===== src/hw/io_defines.svh =====
`ifndef IO_DEFINES_SVH
`define IO_DEFINES_SVH

`define IO_ADDR_WIDTH       16
`define IO_DATA_WIDTH       32
`define IO_SIZE_WIDTH       3
`define IRQ_LINE_COUNT      16

`define IO_HDD0_BASE        16'h01F0
`define IO_HDD0_ALT         16'h03F6
`define IO_HDD1_BASE        16'h0170
`define IO_HDD1_ALT         16'h0376
`define IO_FDD_BASE         16'h03F0
`define IO_JOY_PORT         16'h0201
`define IO_DMA_MASTER_BASE  16'h00C0
`define IO_DMA_PAGE_BASE    16'h0080
`define IO_DMA_SLAVE_BASE   16'h0000
`define IO_PIC_MASTER_BASE  16'h0020
`define IO_PIC_SLAVE_BASE   16'h00A0
`define IO_PIT_BASE         16'h0040
`define IO_PIT_SPEAKER      16'h0061
`define IO_PS2_IO_BASE      16'h0060
`define IO_PS2_CTL_BASE     16'h0090
`define IO_RTC_BASE         16'h0070
`define IO_FM_BASE          16'h0388
`define IO_SB_BASE          16'h0220
`define IO_UART_BASE        16'h03F8
`define IO_MPU_BASE         16'h0330
`define IO_VGA_B_BASE       16'h03B0
`define IO_VGA_C_BASE       16'h03C0
`define IO_VGA_D_BASE       16'h03D0
`define IO_SYSCTL_PORT      16'h8888

// low address bits ignored by a range
`define IO_ALIGN_2          1
`define IO_ALIGN_4          2
`define IO_ALIGN_8          3
`define IO_ALIGN_16         4
`define IO_ALIGN_32         5

`define SYSCTL_KEY          8'hA1
`define SYSCTL_RESET_VALUE  8'hA2
`define SYSCTL_WORD_SIZE    3'd2

`endif


===== src/hw/io_pkg.sv =====
`default_nettype none

`include "io_defines.svh"

package io_pkg;

	typedef logic [`IO_ADDR_WIDTH-1:0]  io_addr_t;
	typedef logic [`IO_DATA_WIDTH-1:0]  io_data_t;
	typedef logic [7:0]                 io_byte_t;
	typedef logic [`IO_SIZE_WIDTH-1:0]  io_size_t;
	typedef logic [`IRQ_LINE_COUNT-1:0] irq_lines_t;

	typedef struct packed {
		io_addr_t address;
		logic     read;
		logic     write;
		io_size_t datasize;
		io_data_t writedata;
	} io_bus_t;

	// one bit per legacy port range
	typedef struct packed {
		logic hdd0;
		logic hdd1;
		logic joy;
		logic floppy;
		logic dma_master;
		logic dma_page;
		logic dma_slave;
		logic pic_master;
		logic pic_slave;
		logic pit;
		logic ps2_io;
		logic ps2_ctl;
		logic rtc;
		logic fm;
		logic sb;
		logic uart;
		logic mpu;
		logic vga_b;
		logic vga_c;
		logic vga_d;
		logic sysctl;
	} io_select_t;

	typedef struct packed {
		io_data_t hdd0;
		io_data_t hdd1;
		io_byte_t floppy;
		io_byte_t dma;
		io_byte_t pic;
		io_byte_t pit;
		io_byte_t ps2;
		io_byte_t rtc;
		io_byte_t sound;
		io_byte_t uart;
		io_byte_t vga;
		io_byte_t joystick;
	} io_dev_rdata_t;

	typedef struct packed {
		logic pit;
		logic kbd;
		logic vga;
		logic uart;
		logic sound;
		logic floppy;
		logic rtc;
		logic mpu;
		logic mouse;
		logic hdd0;
		logic hdd1;
	} io_dev_irq_t;

	typedef enum logic [0:0] {
		BOOT_HOLD,
		RUNNING
	} sysctl_state_t;

endpackage

`default_nettype wire


===== src/hw/io_port_decode.sv =====
`timescale 1ns/100ps
`default_nettype none

`include "io_defines.svh"

module io_port_decode import io_pkg::*; (
	input  wire logic clk_sys,
	input  io_addr_t  address,
	output io_select_t io_sel
);

	// compare with the low alignment bits dropped
	function automatic logic range_hit(
		input io_addr_t    addr,
		input io_addr_t    base,
		input int unsigned align
	);
		range_hit = (addr >> align) == (base >> align);
	endfunction

	always_ff @(posedge clk_sys) begin
		io_sel.hdd0       <= range_hit(address, `IO_HDD0_BASE, `IO_ALIGN_8)
		                     || (address == `IO_HDD0_ALT); // alt status / dev ctl
		io_sel.hdd1       <= range_hit(address, `IO_HDD1_BASE, `IO_ALIGN_8)
		                     || (address == `IO_HDD1_ALT);
		io_sel.joy        <= (address == `IO_JOY_PORT);
		io_sel.floppy     <= range_hit(address, `IO_FDD_BASE, `IO_ALIGN_8);
		io_sel.dma_master <= range_hit(address, `IO_DMA_MASTER_BASE, `IO_ALIGN_32);
		io_sel.dma_page   <= range_hit(address, `IO_DMA_PAGE_BASE, `IO_ALIGN_16);
		io_sel.dma_slave  <= range_hit(address, `IO_DMA_SLAVE_BASE, `IO_ALIGN_16);
		io_sel.pic_master <= range_hit(address, `IO_PIC_MASTER_BASE, `IO_ALIGN_2);
		io_sel.pic_slave  <= range_hit(address, `IO_PIC_SLAVE_BASE, `IO_ALIGN_2);
		io_sel.pit        <= range_hit(address, `IO_PIT_BASE, `IO_ALIGN_4)
		                     || (address == `IO_PIT_SPEAKER); // speaker gate port
		io_sel.ps2_io     <= range_hit(address, `IO_PS2_IO_BASE, `IO_ALIGN_8);
		io_sel.ps2_ctl    <= range_hit(address, `IO_PS2_CTL_BASE, `IO_ALIGN_16);
		io_sel.rtc        <= range_hit(address, `IO_RTC_BASE, `IO_ALIGN_2);
		io_sel.fm         <= range_hit(address, `IO_FM_BASE, `IO_ALIGN_4);
		io_sel.sb         <= range_hit(address, `IO_SB_BASE, `IO_ALIGN_16);
		io_sel.uart       <= range_hit(address, `IO_UART_BASE, `IO_ALIGN_8);
		io_sel.mpu        <= range_hit(address, `IO_MPU_BASE, `IO_ALIGN_2);
		io_sel.vga_b      <= range_hit(address, `IO_VGA_B_BASE, `IO_ALIGN_16);
		io_sel.vga_c      <= range_hit(address, `IO_VGA_C_BASE, `IO_ALIGN_16);
		io_sel.vga_d      <= range_hit(address, `IO_VGA_D_BASE, `IO_ALIGN_16);
		io_sel.sysctl     <= (address == `IO_SYSCTL_PORT);
	end

endmodule

`default_nettype wire


===== src/hw/sysctl_port.sv =====
`timescale 1ns/100ps
`default_nettype none

`include "io_defines.svh"

module sysctl_port import io_pkg::*; (
	input  wire logic  clk_sys,
	input  wire logic  reset_cpu,
	input  io_bus_t    bus,
	input  io_select_t io_sel,
	output io_byte_t   syscfg
);

	sysctl_state_t state;
	logic          disk_access;
	logic          boot_release;
	logic          key_write;

	assign disk_access  = io_sel.hdd0 || io_sel.hdd1 || io_sel.floppy;
	assign boot_release = (state == BOOT_HOLD) && disk_access; // bios touched a drive

	// keyed 16-bit write to the control port
	assign key_write = bus.write
	                   && io_sel.sysctl
	                   && (bus.datasize == `SYSCTL_WORD_SIZE)
	                   && (bus.writedata[15:8] == `SYSCTL_KEY);

	always_ff @(posedge clk_sys) begin
		if (reset_cpu) begin
			state  <= BOOT_HOLD;
			syscfg <= `SYSCTL_RESET_VALUE;
		end else if (boot_release) begin
			state  <= RUNNING;
			syscfg <= '0;
		end else if (key_write) begin
			state  <= RUNNING; // from either state
			syscfg <= bus.writedata[7:0];
		end
	end

endmodule

`default_nettype wire


===== src/hw/io_read_mux.sv =====
`timescale 1ns/100ps
`default_nettype none

module io_read_mux import io_pkg::*; (
	input  io_addr_t      address,
	input  io_select_t    io_sel,
	input  io_dev_rdata_t dev_rdata,
	output io_data_t      bus_readdata,
	output logic          bus_io32
);

	io_byte_t rdata8;

	// first selected 8-bit device wins
	always_comb begin
		if (io_sel.floppy) begin
			rdata8 = dev_rdata.floppy;
		end else if (io_sel.dma_master || io_sel.dma_slave || io_sel.dma_page) begin
			rdata8 = dev_rdata.dma;
		end else if (io_sel.pic_master || io_sel.pic_slave) begin
			rdata8 = dev_rdata.pic;
		end else if (io_sel.pit) begin
			rdata8 = dev_rdata.pit;
		end else if (io_sel.ps2_io || io_sel.ps2_ctl) begin
			rdata8 = dev_rdata.ps2;
		end else if (io_sel.rtc) begin
			rdata8 = dev_rdata.rtc;
		end else if (io_sel.sb || io_sel.fm) begin
			rdata8 = dev_rdata.sound;
		end else if (io_sel.uart || io_sel.mpu) begin
			rdata8 = dev_rdata.uart;
		end else if (io_sel.vga_b || io_sel.vga_c || io_sel.vga_d) begin
			rdata8 = dev_rdata.vga;
		end else if (io_sel.joy) begin
			rdata8 = dev_rdata.joystick;
		end else begin
			rdata8 = 8'hFF; // open bus
		end
	end

	always_comb begin
		if (io_sel.hdd0) begin
			bus_readdata = dev_rdata.hdd0;
		end else if (io_sel.hdd1) begin
			bus_readdata = dev_rdata.hdd1;
		end else begin
			bus_readdata = io_data_t'(rdata8);
		end
	end

	// disk data ports sit below 200h unlike the 3x6h aliases
	assign bus_io32 = ((io_sel.hdd0 || io_sel.hdd1) && !address[9]) || io_sel.sysctl;

endmodule

`default_nettype wire


===== src/hw/io_subsystem.sv =====
`timescale 1ns/100ps
`default_nettype none

module io_subsystem import io_pkg::*; (
	input  wire logic    clk_sys,
	input  wire logic    reset_cpu,
	input  io_bus_t      bus,
	input  io_dev_rdata_t dev_rdata,
	input  io_dev_irq_t  dev_irq,
	output io_select_t   io_sel,
	output io_data_t     bus_readdata,
	output logic         bus_io32,
	output io_byte_t     syscfg,
	output irq_lines_t   interrupt
);

	io_port_decode i_io_port_decode (
		.clk_sys (clk_sys),
		.address (bus.address),
		.io_sel  (io_sel)
	);

	sysctl_port i_sysctl_port (
		.clk_sys   (clk_sys),
		.reset_cpu (reset_cpu),
		.bus       (bus),
		.io_sel    (io_sel),
		.syscfg    (syscfg)
	);

	io_read_mux i_io_read_mux (
		.address      (bus.address),
		.io_sel       (io_sel),
		.dev_rdata    (dev_rdata),
		.bus_readdata (bus_readdata),
		.bus_io32     (bus_io32)
	);

	// irq2 from vga is cascaded onto line 9 with the mpu
	assign interrupt = {
		dev_irq.hdd1,              // 15
		dev_irq.hdd0,              // 14
		1'b0,
		dev_irq.mouse,             // 12
		1'b0,
		1'b0,
		dev_irq.mpu | dev_irq.vga, // 9
		dev_irq.rtc,               // 8
		1'b0,
		dev_irq.floppy,            // 6
		dev_irq.sound,             // 5
		dev_irq.uart,              // 4
		1'b0,
		1'b0,                      // 2 is the slave pic input
		dev_irq.kbd,               // 1
		dev_irq.pit                // 0
	};

endmodule

`default_nettype wire


===== config.mk =====
export PLATFORM = sky130hd
export DESIGN_NAME = io_subsystem
export DESIGN_NICKNAME = d
export VERILOG_FILES = /design/src/hw/io_pkg.sv /design/src/hw/io_port_decode.sv /design/src/hw/sysctl_port.sv /design/src/hw/io_read_mux.sv /design/src/hw/io_subsystem.sv
export VERILOG_INCLUDE_DIRS = /design/src /design/src/hw
export SDC_FILE = /design/constraint.sdc
export NUM_CORES = 1
export LEC_CHECK = 0
export BUFFER_PORTS_ARGS = -buffer_cell sky130_fd_sc_hd__clkbuf_2
export CAP_MARGIN = 20
export CORE_AREA = 2 2 111 113
export CTS_BUF_LIST = sky130_fd_sc_hd__clkbuf_4
export CTS_CLUSTER_SIZE = 12
export DETAILED_ROUTE_END_ITERATION = 7
export DIE_AREA = 0 0 113 115
export PLACE_DENSITY = 0.57
export SETUP_SLACK_MARGIN = 0.3
export SYNTH_ARGS = -nofsm -noshare
export SYNTH_HDL_FRONTEND = slang
export SYNTH_SLANG_ARGS = --single-unit

===== constraint.sdc =====
create_clock -name clk_sys -period 4.6 [get_ports clk_sys]
set_clock_uncertainty 0.15 [all_clocks]
set_input_delay 0.23 -clock clk_sys [delete_from_list [all_inputs] [get_ports clk_sys]]
set_output_delay 0.23 -clock clk_sys [all_outputs]
set_load 0.02 [all_outputs]

* Yosys cells after proc, flatten, opt, wreduce, memory -nomap -nowiden
Cells that the tools add are included.
W data, S select, Z words.
** Word-level totals
- Memories kept :: 0
- Bits in latches :: 0
- Bits in writable memories :: 0
- Bits in read-only memories :: 0
- Register bits :: 30
- Logic and storage cells :: 90
** Cells by class
- Add/subtract/negate cells :: 0
- Eq/ne operators :: 25
- Reduce and logical (&&, ||, !) cells :: 23
- Shifts and indexed selects :: 0
- Mux-type cells :: 16
- Multiply operators :: 0
- Div/mod/pow operators :: 0
- Bitwise operators :: 2
- Magnitude comparators :: 0
** Operators by type and width (number)
- $mux W8 :: 12
- $mux W32 :: 2
- $eq A12 B6 Y1 const B :: 4
- $eq A16 B10 Y1 const B :: 3
- $eq A13 B6 Y1 const B :: 2
- $eq A13 B7 Y1 const B :: 2
- $eq A12 B4 Y1 const B :: 2
- $eq A16 B16 Y1 const B :: 1
- $eq A16 B7 Y1 const B :: 1
- $logic_not A16 Y1 :: 1
- $eq A15 B5 Y1 const B :: 1
- $eq A15 B6 Y1 const B :: 1
- $eq A15 B7 Y1 const B :: 1
- $eq A15 B9 Y1 const B :: 1
- $eq A14 B5 Y1 const B :: 1
- $eq A14 B8 Y1 const B :: 1
- $logic_or A1 B1 Y1 :: 14
- $eq A13 B4 Y1 const B :: 1
- $eq A11 B3 Y1 const B :: 1
- $eq A8 B8 Y1 const B :: 1
- $logic_and A1 B1 Y1 :: 5
- $eq A3 B2 Y1 const B :: 1
- $mux W1 :: 2
- $reduce_bool A2 Y1 :: 1
- 4 further kinds :: 4

* Logic depth before layout (Yosys ltp)
Gate-level depths: netlist (run 1).
- Depth after elaboration :: 13
- Depth in mapped cells :: 6

* Hierarchy
From an unflattened synthesis (run 1), not the netlist that was laid out.
** Unflattened totals
- Cell total of the unflattened synthesis :: 326
- Area total of the unflattened synthesis :: 2547.4 um^2
** Modules (own cells, without submodules)
- io_read_mux :: seq. area each 0.0 um^2, area an instance 1158.6 um^2, times used 1, cells an instance 183
- io_port_decode :: seq. area each 420.4 um^2, area an instance 738.2 um^2, times used 1, cells an instance 73
- sysctl_port :: seq. area each 180.2 um^2, area an instance 528.0 um^2, times used 1, cells an instance 53
- io_subsystem :: seq. area each 0.0 um^2, area an instance 122.6 um^2, times used 1, cells an instance 17

* Least setup slack after synthesis (run 1)
Ideal clock, no wire load.
- Path type :: flip-flop to output port
- Start :: reg, netlist name i_io_port_decode.io_sel[9]
- End :: out bus_readdata[5]
- Arrival time :: 1.810 ns
- Buffers on the path :: 1
- Stages on the path, launching flop included :: 7
- Path slack :: 2.410 ns
- Cell sequence :: dfxtp_1 or2_2 buf_6 or2_4 a211oi_1 nor3_1 o21ai_0
** On the way
- Longest elaborated chain between the ends :: 8
** RTL lines
- $logic_or A1 B1 Y1 :: RTL line io_read_mux.sv:24 : end else if (io_sel.ps2_io || io_sel.ps2_ctl) begin
- $mux W8 :: RTL line io_read_mux.sv:24
- $mux W8 :: RTL line io_read_mux.sv:22 : end else if (io_sel.pit) begin
- $mux W8 :: RTL line io_read_mux.sv:20 : end else if (io_sel.pic_master || io_sel.pic_slave) begin
- $mux W8 :: RTL line io_read_mux.sv:18 : end else if (io_sel.dma_master || io_sel.dma_slave || io_sel.dma_page) begin
- $mux W8 :: RTL line io_read_mux.sv:16 : if (io_sel.floppy) begin
- $mux W32 :: RTL line io_read_mux.sv:44 : end else if (io_sel.hdd1) begin
- $mux W32 :: RTL line io_read_mux.sv:42 : if (io_sel.hdd0) begin
- to (decl) :: RTL line io_subsystem.sv:11 : output io_data_t bus_readdata,
Every way passes these cells.

* Worst setup path in the final report (run 1)
- Start :: reg, netlist name i_io_port_decode.io_sel[11]
- End :: out bus_readdata[0]
** On the way
- Longest elaborated chain between the ends :: 6
** RTL lines (RTL line)
- $mux W8 :: io_read_mux.sv:22
- $mux W8 :: io_read_mux.sv:20
- $mux W8 :: io_read_mux.sv:18
- $mux W8 :: io_read_mux.sv:16
- $mux W32 :: io_read_mux.sv:44
- $mux W32 :: io_read_mux.sv:42
Every way passes these cells.

==> impl_metrics.tcl, run 1 <==
set metrics [dict create \
    status "finished, violations left" \
    violations "DRC" \
    cts_tree "built" \
    ctsRootBufferMaster "clkbuf_4" \
    powerDensity_nw_per_um2 137 \
    synth_seq_cells 30 \
    fillers 1301 \
    cts.htree.levels 2 \
    min_path_cells 3 \
    grt_pass1_wl_um 15800 \
    routedWlPerCell_um 15.4 \
    relSlewSlack 0.337 \
    synth_edf_count 0 \
    syn_to_final_growth_pct 59.8 \
    synthTopCellsByArea "dfxtp_1 (25%), a22o_1 (8.5%), nor2_1 (4.9%), buf_4 (4.7%), mux2i_1 (3.4%)" \
    grt_antenna_before_repair 0 \
    synth_top_family_by_area "compound AO/OA/AOI/OAI gates" \
    clk_pin_slew_worst_paths_ns 0.09 \
    worstPathArrival_ns 2.60 \
    final_area_um2 3790 \
    crit_fanout 7 \
    netlist-cell-type-count 50 \
    synth_compound_area_frac 0.320 \
    cap_violations 0 \
    clk_latency_ns 0.31 \
    initial_core_util 0.201 \
    fin_hold_ws_ns 0.0160 \
    netlist_instances 308 \
    hpwlAfterDp_um 9120 \
    synthArstFlopShare 0 \
    grt_pass1_vias 3147 \
    synthAdderAreaFrac 0 \
    grt_overflow 0 \
    leakagePower_uw 0.00190 \
    place_congestion 0.986 \
    yosysWarnings 0 \
    clk_path_buf_depth 2 \
    drive_gt1_frac 0.496 \
    syn-cell-area_um2 2370 \
    finalMaxSlewViolations 0 \
    required_ns 4.22 \
    fp-row-count 40 \
    core_um2 11800 \
    seqCellArea_um2 601 \
    min_period_over_period 0.648 \
    finalCriticalPeriod_ns 2.98 \
    port_buffers 246 \
    synth_common_cells "nor2_1 (31), dfxtp_1 (30), a22o_1 (23), clkbuf_1 (17)" \
    diodes 0 \
    hold_class "input port to register" \
    cp_top_family "compound AO/OA/AOI/OAI gates" \
    slowest_delay_ns 0.83 \
    synth_xor_area_frac 0 \
    drc 18 \
    post-synth-top-area-fraction 0.253 \
    finalHoldViolations 0 \
    tightest_slew_ns 0.992 \
    setup.worst_path.class "register to primary output" \
    post_synth.cell_area_avg_um2 7.70 \
    die_area_um2 13000 \
    ff2ff_path_depth 4 \
    multiInputGateArea_um2 1580 \
    yosys.area_share.simple 0.302 \
    synthMuxAreaShare 0.0338 \
    critPathLaunchType "register" \
    ir_drop_uv 111 \
    ys.flop_type "dfxtp_1" \
    final-setup-viol-count 0 \
    die-height_um 115 \
    io_pins 288 \
    cts_setup_buffers 0 \
    die_w_um 113 \
    drtPass1Iterations 7 \
    finalSetupTns_ns 0 \
    rsz0062_at_grt "false" \
    drtIter0Drc 207 \
    cts_resized 0 \
    grt_max_degree 46 \
    vias 3365 \
    cp.depth 6 \
    antenna_left 0 \
    post_drt_via_cell_ratio 4.86 \
    crit_path_end_kind "primary output" \
    placed_cell_area_um2 3630 \
    cts_buffers 5 \
    yosysMostFrequentCell "nor2_1" \
    worst_path_max_delay_cell "nor3b_1" \
    nets 755 \
    track_usage 0.150 \
    ys_seq_area_frac 0.253 \
    drt_wl_total_um 10700 \
    critPathBufInv 1 \
    max_freq_ghz 0.335 \
    path_cells "nor3b_1, a221oi_1, o311ai_0, o221ai_1, o211ai_1, clkbuf_2" \
    synth_top_area_cell "dfxtp_1" \
    cts.sinks 30 \
]
[cell usage in the layout, fill, tap and decap left out, drive strengths merged, types with 2 or more instances in the layout]
cell	instances
nor3b	3
o21a	5
o211ai	6
o221ai	6
clkbuf	252
a311oi	5
nand4	2
nor4	11
nor3	18
nand4b	2
a22o	23
nor2b	4
inv	5
o311ai	5
nand2b	7
nor2	32
o22ai	7
a221oi	6
a211oi	2
a22oi	7
conb	6
nand2	16
clkinv	2
nand3	12
o21bai	4
nand3b	3
dfxtp	30
a21oi	9
dlygate4sd3	10
o21ai	8
mux2i	8
buf	2
or3	8
or2	9
[power by group]
part / internal (uW) / total [uW] / switching (uW)
logic: 67.4 / 115 / 47.4
registers: 260 / 260 / 0.0534
clock network: 56.7 / 143 / 86.3
total: 384 / 517 / 134
[metrics by stage]
| stage | worst slack, ns | total power, uW | std cells | utilization |
|---|---|---|---|---|
| 5_1_grt | 1.36 | 549 | 693 | 0.321 |
| 2_1_floorplan | 2.41 | 300 | 313 | - |
| 6_report | 1.62 | 517 | 693 | 0.321 |
| 4_1_cts | 1.62 | 527 | 692 | 0.320 |
| 3_3_place_gp | 2.00 | 372 | 674 | 0.307 |
| 3_5_place_dp | 1.99 | 374 | 674 | 0.307 |
[cell type report]
cell class                 instances  area share
inverter                           5     0.00495
sequential                        30       0.158
tap                              147      0.0485
multi-input combinational        244       0.417
clock buffer                       5     0.00990
clock inverter                     3     0.00429
timing repair buffer             259       0.357
[worst paths after layout]
check	start	slack (ns)	endpoint
setup / recovery	i_io_port_decode.io_sel[11]	1.62	bus_readdata[0]
hold / removal	bus[6]	0.02	i_sysctl_port.syscfg[6]
setup reg to reg	i_io_port_decode.io_sel[19]	2.56	i_sysctl_port.syscfg[6]
hold reg to reg	i_sysctl_port.state	0.31	i_sysctl_port.state
[registers in the layout, summed over array words and instances (netlist names)]
signal,count
i_io_port_decode.io_sel,21
i_sysctl_port.syscfg,8
i_sysctl_port.state,1
[cell families after synthesis]
| logic type | after synthesis |
|---|---|
| AOI/OAI and AO/OA | 99 |
| buffers and inverters | 39 |
| DFF | 30 |
| muxes | 8 |
| other | 1 |
| and+or+nand+nor | 131 |
[worst min-delay path, cell delays in order]
cell	delay, ns
clkbuf_2	0.08
mux2i_1	0.05
nor2_1	0.08
[repair_timing]
item                                    in CTS  in global routing
endpoints found under the hold margin        9                  0
hold buffers                                10                  0
endpoints found under the setup margin       0                  0
[layer usage]
metal,GRT usage,vias to the layer above,wire (um)
met5,0,-,0
met4,0.0390,0,87
met3,0.0190,8,885
met2,0.258,173,5380
met1,0.199,1535,4300
li1,-,1649,-
Power figures use the tool's default switching activity.
==> run 2, diff against run 1 <==
Settings changed: PLACE_DENSITY 0.57 to 0.59.
Clock period 4.6 ns to 2.6 ns, I/O delays scaled along.
==> run 2 against run 1 <==
Compared with the run above:
- hold slack improved by 0.015 ns
- utilization is 7.2 points higher
- the flow still finishes with violations (DRC)
- highest routed layer unchanged
- final cell count grew 5.3%
- largest cell class unchanged
- count of clock-buffer cells in the layout is the same
- cell area is 22% higher
- via count grew 6.0%
==> impl_metrics.tcl, run 2 (synthesis results as in run 1) <==
set metrics [dict create \
    p_comb_frac 0.244 \
    fillers 1216 \
    leakagePower_uw 0.00222 \
    die_area_um2 13000 \
    setup.worst_path.class "register to primary output" \
    largest_register "i_io_port_decode.io_sel" \
    pwr-share-clk 0.275 \
    final_cell_mix "clkbuf_2 (238), nor2_1 (29), dlygate4sd3_1 (28), a22o_1 (23), buf_4 (20)" \
    cts_buffers 5 \
    hold_class "input port to register" \
    drc 17 \
    die-height_um 115 \
    grt_pass1_wl_um 16900 \
    finalSetupTns_ns 0 \
    drive_gt1_frac 0.597 \
    cap_violations 0 \
    clk_path_buf_depth 2 \
    placed_cell_area_um2 3690 \
    grt_pass1_vias 3432 \
    drtPass1Iterations 7 \
    cts.htree.levels 2 \
    p_switching_uw 257 \
    violations "DRC" \
    track_usage 0.161 \
    crit_fanout 5 \
    cts_tree "built" \
    r2r_setup_slack_ns 0.85 \
    grt_overflow 0 \
    grt_antenna_before_repair 0 \
    crit_path_end_kind "primary output" \
    core_um2 11800 \
    vias 3566 \
    io_pins 288 \
    routedWlPerCell_um 15.9 \
    final_common_cell "clkbuf_2" \
    min_path_cells 3 \
    max_freq_ghz 0.417 \
    ir_drop_uv 288 \
    initial_core_util 0.201 \
    place_congestion 0.954 \
    finalCriticalPeriod_ns 2.40 \
    required_ns 2.32 \
    cts.sinks 30 \
    critPathLaunchType "register" \
    die_w_um 113 \
    p_int_uw 690 \
    reg_top3 "i_io_port_decode.io_sel x21, i_sysctl_port.syscfg x8, i_sysctl_port.state x1" \
    swShare 0.271 \
    fp-row-count 40 \
    rsz0062_at_grt "true" \
    diodes 0 \
    finalHoldViolations 0 \
    port_buffers 246 \
    hpwlAfterDp_um 9560 \
    post_drt_via_cell_ratio 4.88 \
    drtIter0Drc 167 \
    drt_wl_total_um 11600 \
    powerDensity_nw_per_um2 204 \
    syn_to_final_growth_pct 95.6 \
    antenna_left 0 \
    final_area_um2 4640 \
    status "finished, violations left" \
    p_seq_frac 0.481 \
    ctsRootBufferMaster "clkbuf_4" \
    largest_reg_flops 21 \
    min_period_over_period 0.923 \
    clk_pin_slew_worst_paths_ns 0.10 \
    worstPathArrival_ns 2.12 \
    ff2ff_path_depth 4 \
    final-setup-viol-count 0 \
    clk_latency_ns 0.32 \
    grt_max_degree 45 \
    finalMaxSlewViolations 0 \
    nets 792 \
]
-- run 2: changes by cell type in the layout (fill, tap and decap cells not counted), sizes merged --
cell         change
dlygate4sd3     +18
buf             +24
clkbuf           -5
-- run 2: power by group through the flow --
stage / Sequential, uW / Clock [uW] / Combinational [uW]
4_1_cts: 457 / 274 / 224
3_5_place_dp: 470 / 0 / 193
3_3_place_gp: 470 / 0 / 190
5_1_grt: 456 / 294 / 249
6_report: 456 / 260 / 231
2_1_floorplan: 470 / 0 / 61.2
-- run 2: final cells by class --
type	instances	area [um^2]	area share
clock buffers	5	37.5	0.00809
clock inverters	3	16.3	0.00351
inverters	5	18.8	0.00405
multi-input cells	244	2010	0.433
flip-flops and latches	30	624	0.135
well taps	147	184	0.0397
repair buffers	296	1750	0.377
-- run 2: final timing paths --
| path | startpoint | end |
|---|---|---|
| setup / recovery | i_io_port_decode.io_sel[3] | bus_readdata[4] |
| hold / removal | bus[38] | i_io_port_decode.io_sel[12] |
| setup reg to reg | i_io_port_decode.io_sel[0] | i_sysctl_port.syscfg[5] |
| hold reg to reg | i_sysctl_port.state | i_sysctl_port.state |
-- run 2: critical path, cell delays in order, from the launching register on --
cell and delay, ns:
dfxtp_2 0.35, or4b_4 0.58, buf_12 0.16, nor2_1 0.11
nor4_2 0.06, o221ai_2 0.21, o211ai_1 0.13, clkbuf_4 0.19
-- run 2: layer usage --
layer,vias to the layer above,track usage,share of wire
li1,1719,-,-
met1,1679,0.199,0.40
met2,152,0.284,0.51
met3,16,0.0290,0.072
met4,0,0.0504,0.016
met5,-,0,0
-- run 2: through the flow --
stage	hold slack, ns	setup slack (ns)	cells	utilization	power (uW)
finish	0.0306	0.201	730	0.393	947
detailed placement	0.110	0.205	682	0.312	663
global placement	0.110	0.248	682	0.312	660
global route	0.0500	0.115	730	0.393	1000
floorplan	0.0494	0.510	313	-	531
CTS	0.00976	0.203	724	0.378	955
-- run 2: timing repair --
action,CTS,global route
endpoints found under the setup margin,8,10
buffers inserted,7,5
hold buffers,27,1
pin swaps,23,10
endpoints found under the hold margin,24,1
gates resized for setup,74,29
==> run 3, diff against run 2 <==
Settings changed: CELL_PAD_IN_SITES_DETAIL_PLACEMENT from default to 2, CELL_PAD_IN_SITES_GLOBAL_PLACEMENT from default to 2, CORE_AREA 2 2 111 113 to default, CORE_MARGIN from default to 2, CORE_UTILIZATION from default to 13, DIE_AREA 0 0 113 115 to default, PLACE_DENSITY 0.59 to 0.79.
==> run 3 against run 2 <==
Compared with the run above:
- the flow now finishes without violations
- first-iteration DRC count fell by 39%
- setup slack got worse by 0.14 ns
- combinational power up 4%
- via count increased by 3.6%
- final cell count rose by 13%
- global-route usage fell by 0.93 points
- critical endpoint unchanged
==> impl_metrics.tcl, run 3 (synthesis results as in run 1) <==
set metrics [dict create \
    io_pins 288 \
    hold_class "input port to register" \
    drtPass1Iterations 4 \
    final_area_um2 4950 \
    fillers 2091 \
    met3_length_um 934 \
    largest_reg_flops 21 \
    grt_max_degree 45 \
    routed.top_layer "met4" \
    ir_drop_uv 160 \
    largest_register "i_io_port_decode.io_sel" \
    status "finished clean" \
    p_seq_frac 0.465 \
    cts_tree "built" \
    finalHoldViolations 0 \
    drc 0 \
    crit_start "i_io_port_decode.io_sel[16]" \
    required_ns 2.32 \
    swShare 0.295 \
    initial_core_util 0.132 \
    powerDensity_nw_per_um2 197 \
    reg_top3 "i_io_port_decode.io_sel x21, i_sysctl_port.syscfg x8, i_sysctl_port.state x1" \
    cts.sinks 30 \
    cp_top_family "compound AO/OA/AOI/OAI gates" \
    p_switching_uw 288 \
    path_cells "or3_4, buf_4, a221oi_2, o311ai_2, o221ai_1, o211ai_1, buf_4" \
    p_comb_frac 0.246 \
    max_freq_ghz 0.394 \
    min_period_over_period 0.976 \
    tightest_slew_ns 0.549 \
    grt_overflow 0 \
    nets 808 \
    clk_path_buf_depth 2 \
    final_cell_mix "clkbuf_2 (238), nor2_1 (29), dlygate4sd3_1 (28), buf_4 (27), a22o_1 (23)" \
    critPathCapture "bus_readdata[4]" \
    worst_path_max_delay_cell "or3_4" \
    ff2ff_path_depth 4 \
    setup.worst_path.class "register to primary output" \
    grt_pass1_wl_um 23100 \
    rsz0062_at_grt "true" \
    p_int_uw 689 \
    grt_antenna_before_repair 0 \
    crit_path_end_kind "primary output" \
    finalSetupTns_ns 0 \
    critPathMostFrequentCell "buf_4" \
    clk_pin_slew_worst_paths_ns 0.10 \
    cap_violations 0 \
    final_common_cell "clkbuf_2" \
    leakagePower_uw 0.00234 \
    placed_cell_area_um2 3840 \
    relSlewSlack 0.633 \
    fp-row-count 49 \
    wl_met1_um 6170 \
    cts_buffers 5 \
    grt_pass1_vias 3985 \
    finalMaxSlewViolations 0 \
    core_um2 17900 \
    die_w_um 139 \
    cp.depth 7 \
    wl_met2_um 8200 \
    critPathBufInv 2 \
    crit_fanout 7 \
    finalCriticalPeriod_ns 2.54 \
    drive_gt1_frac 0.609 \
    slowest_delay_ns 0.46 \
    die-height_um 139 \
    place_congestion 0.889 \
    hpwlAfterDp_um 12000 \
    post_drt_via_cell_ratio 4.46 \
    die_area_um2 19300 \
    pwr-share-clk 0.289 \
    ctsRootBufferMaster "clkbuf_4" \
    routedWlPerCell_um 18.8 \
    port_buffers 246 \
    worstPathArrival_ns 2.26 \
    track_usage 0.151 \
    syn_to_final_growth_pct 109 \
    diodes 0 \
    drt_wl_total_um 15500 \
    drtIter0Drc 102 \
    cts.htree.levels 2 \
    vias 3693 \
    reg2reg_from "i_io_port_decode.io_sel[19]" \
    r2r_setup_slack_ns 0.75 \
    antenna_left 0 \
    final-setup-viol-count 0 \
    critPathLaunchType "register" \
    clk_latency_ns 0.35 \
    r2r-end "i_sysctl_port.syscfg[0]" \
]
-- run 3: metrics by stage --
step                      setup WS, ns  total power, uW  hold WS (ns)   util  instances
after floorplan                  0.510              531        0.0494      -        313
after global placement          0.0631              662         0.110  0.214        770
after detailed placement        0.0328              666         0.110  0.214        770
after CTS                       0.0637              987        0.0106  0.260        819
after global routing           -0.0728             1030        0.0405  0.277        828
final                           0.0619              977        0.0220  0.277        828
-- run 3: routing by layer --
metal  vias to the layer above  global-route usage
li1                       1757                   -
met1                      1765               0.181
met2                       153               0.277
met3                        18              0.0331
met4                         0              0.0346
met5                         -                   0
-- run 3: timing repair --
item,CTS,global route
setup endpoints to repair,31,11
resized for setup,79,49
hold buffers,28,0
setup buffers,13,9
endpoints found under the hold margin,26,0
pin swaps,22,22
-- run 3: layout make-up --
class,instances,area (um^2),share of cell area
Clock buffer,5,37.5,0.00758
Clock inverter,3,16.3,0.00328
Inverter,5,22.5,0.00455
Multi-Input combinational cell,244,2060,0.416
Sequential cell,30,626,0.126
Tap cell,229,287,0.0578
Timing Repair Buffer,312,1910,0.385
-- run 3: power by group through the flow --
stage / combinational [uW] / clock (uW) / sequential (uW)
2_1_floorplan: 61.2 / 0 / 470
3_3_place_gp: 192 / 0 / 470
3_5_place_dp: 196 / 0 / 470
4_1_cts: 229 / 301 / 456
5_1_grt: 262 / 314 / 454
6_report: 240 / 283 / 454
-- run 3: worst min path at each step --
stage / from / endpoint / slack (ns) / depth (start not counted)
after floorplan: reset_cpu / i_sysctl_port.state / 0.05 / 1
after CTS: bus[38] / i_io_port_decode.io_sel[12] / 0.01 / 3
after detailed placement: dev_irq[9] / interrupt[1] / 0.11 / 0
final: bus[38] / i_io_port_decode.io_sel[12] / 0.02 / 3
after global placement: dev_irq[9] / interrupt[1] / 0.11 / 0
after global routing: bus[38] / i_io_port_decode.io_sel[12] / 0.04 / 3
-- run 3: worst register-to-register path: stages, from the launching register on --
cell	delay [ns]
dfxtp_2	0.46
nor3_4	0.55
nor2_1	0.18
or2_1	0.33
nor2_1	0.13
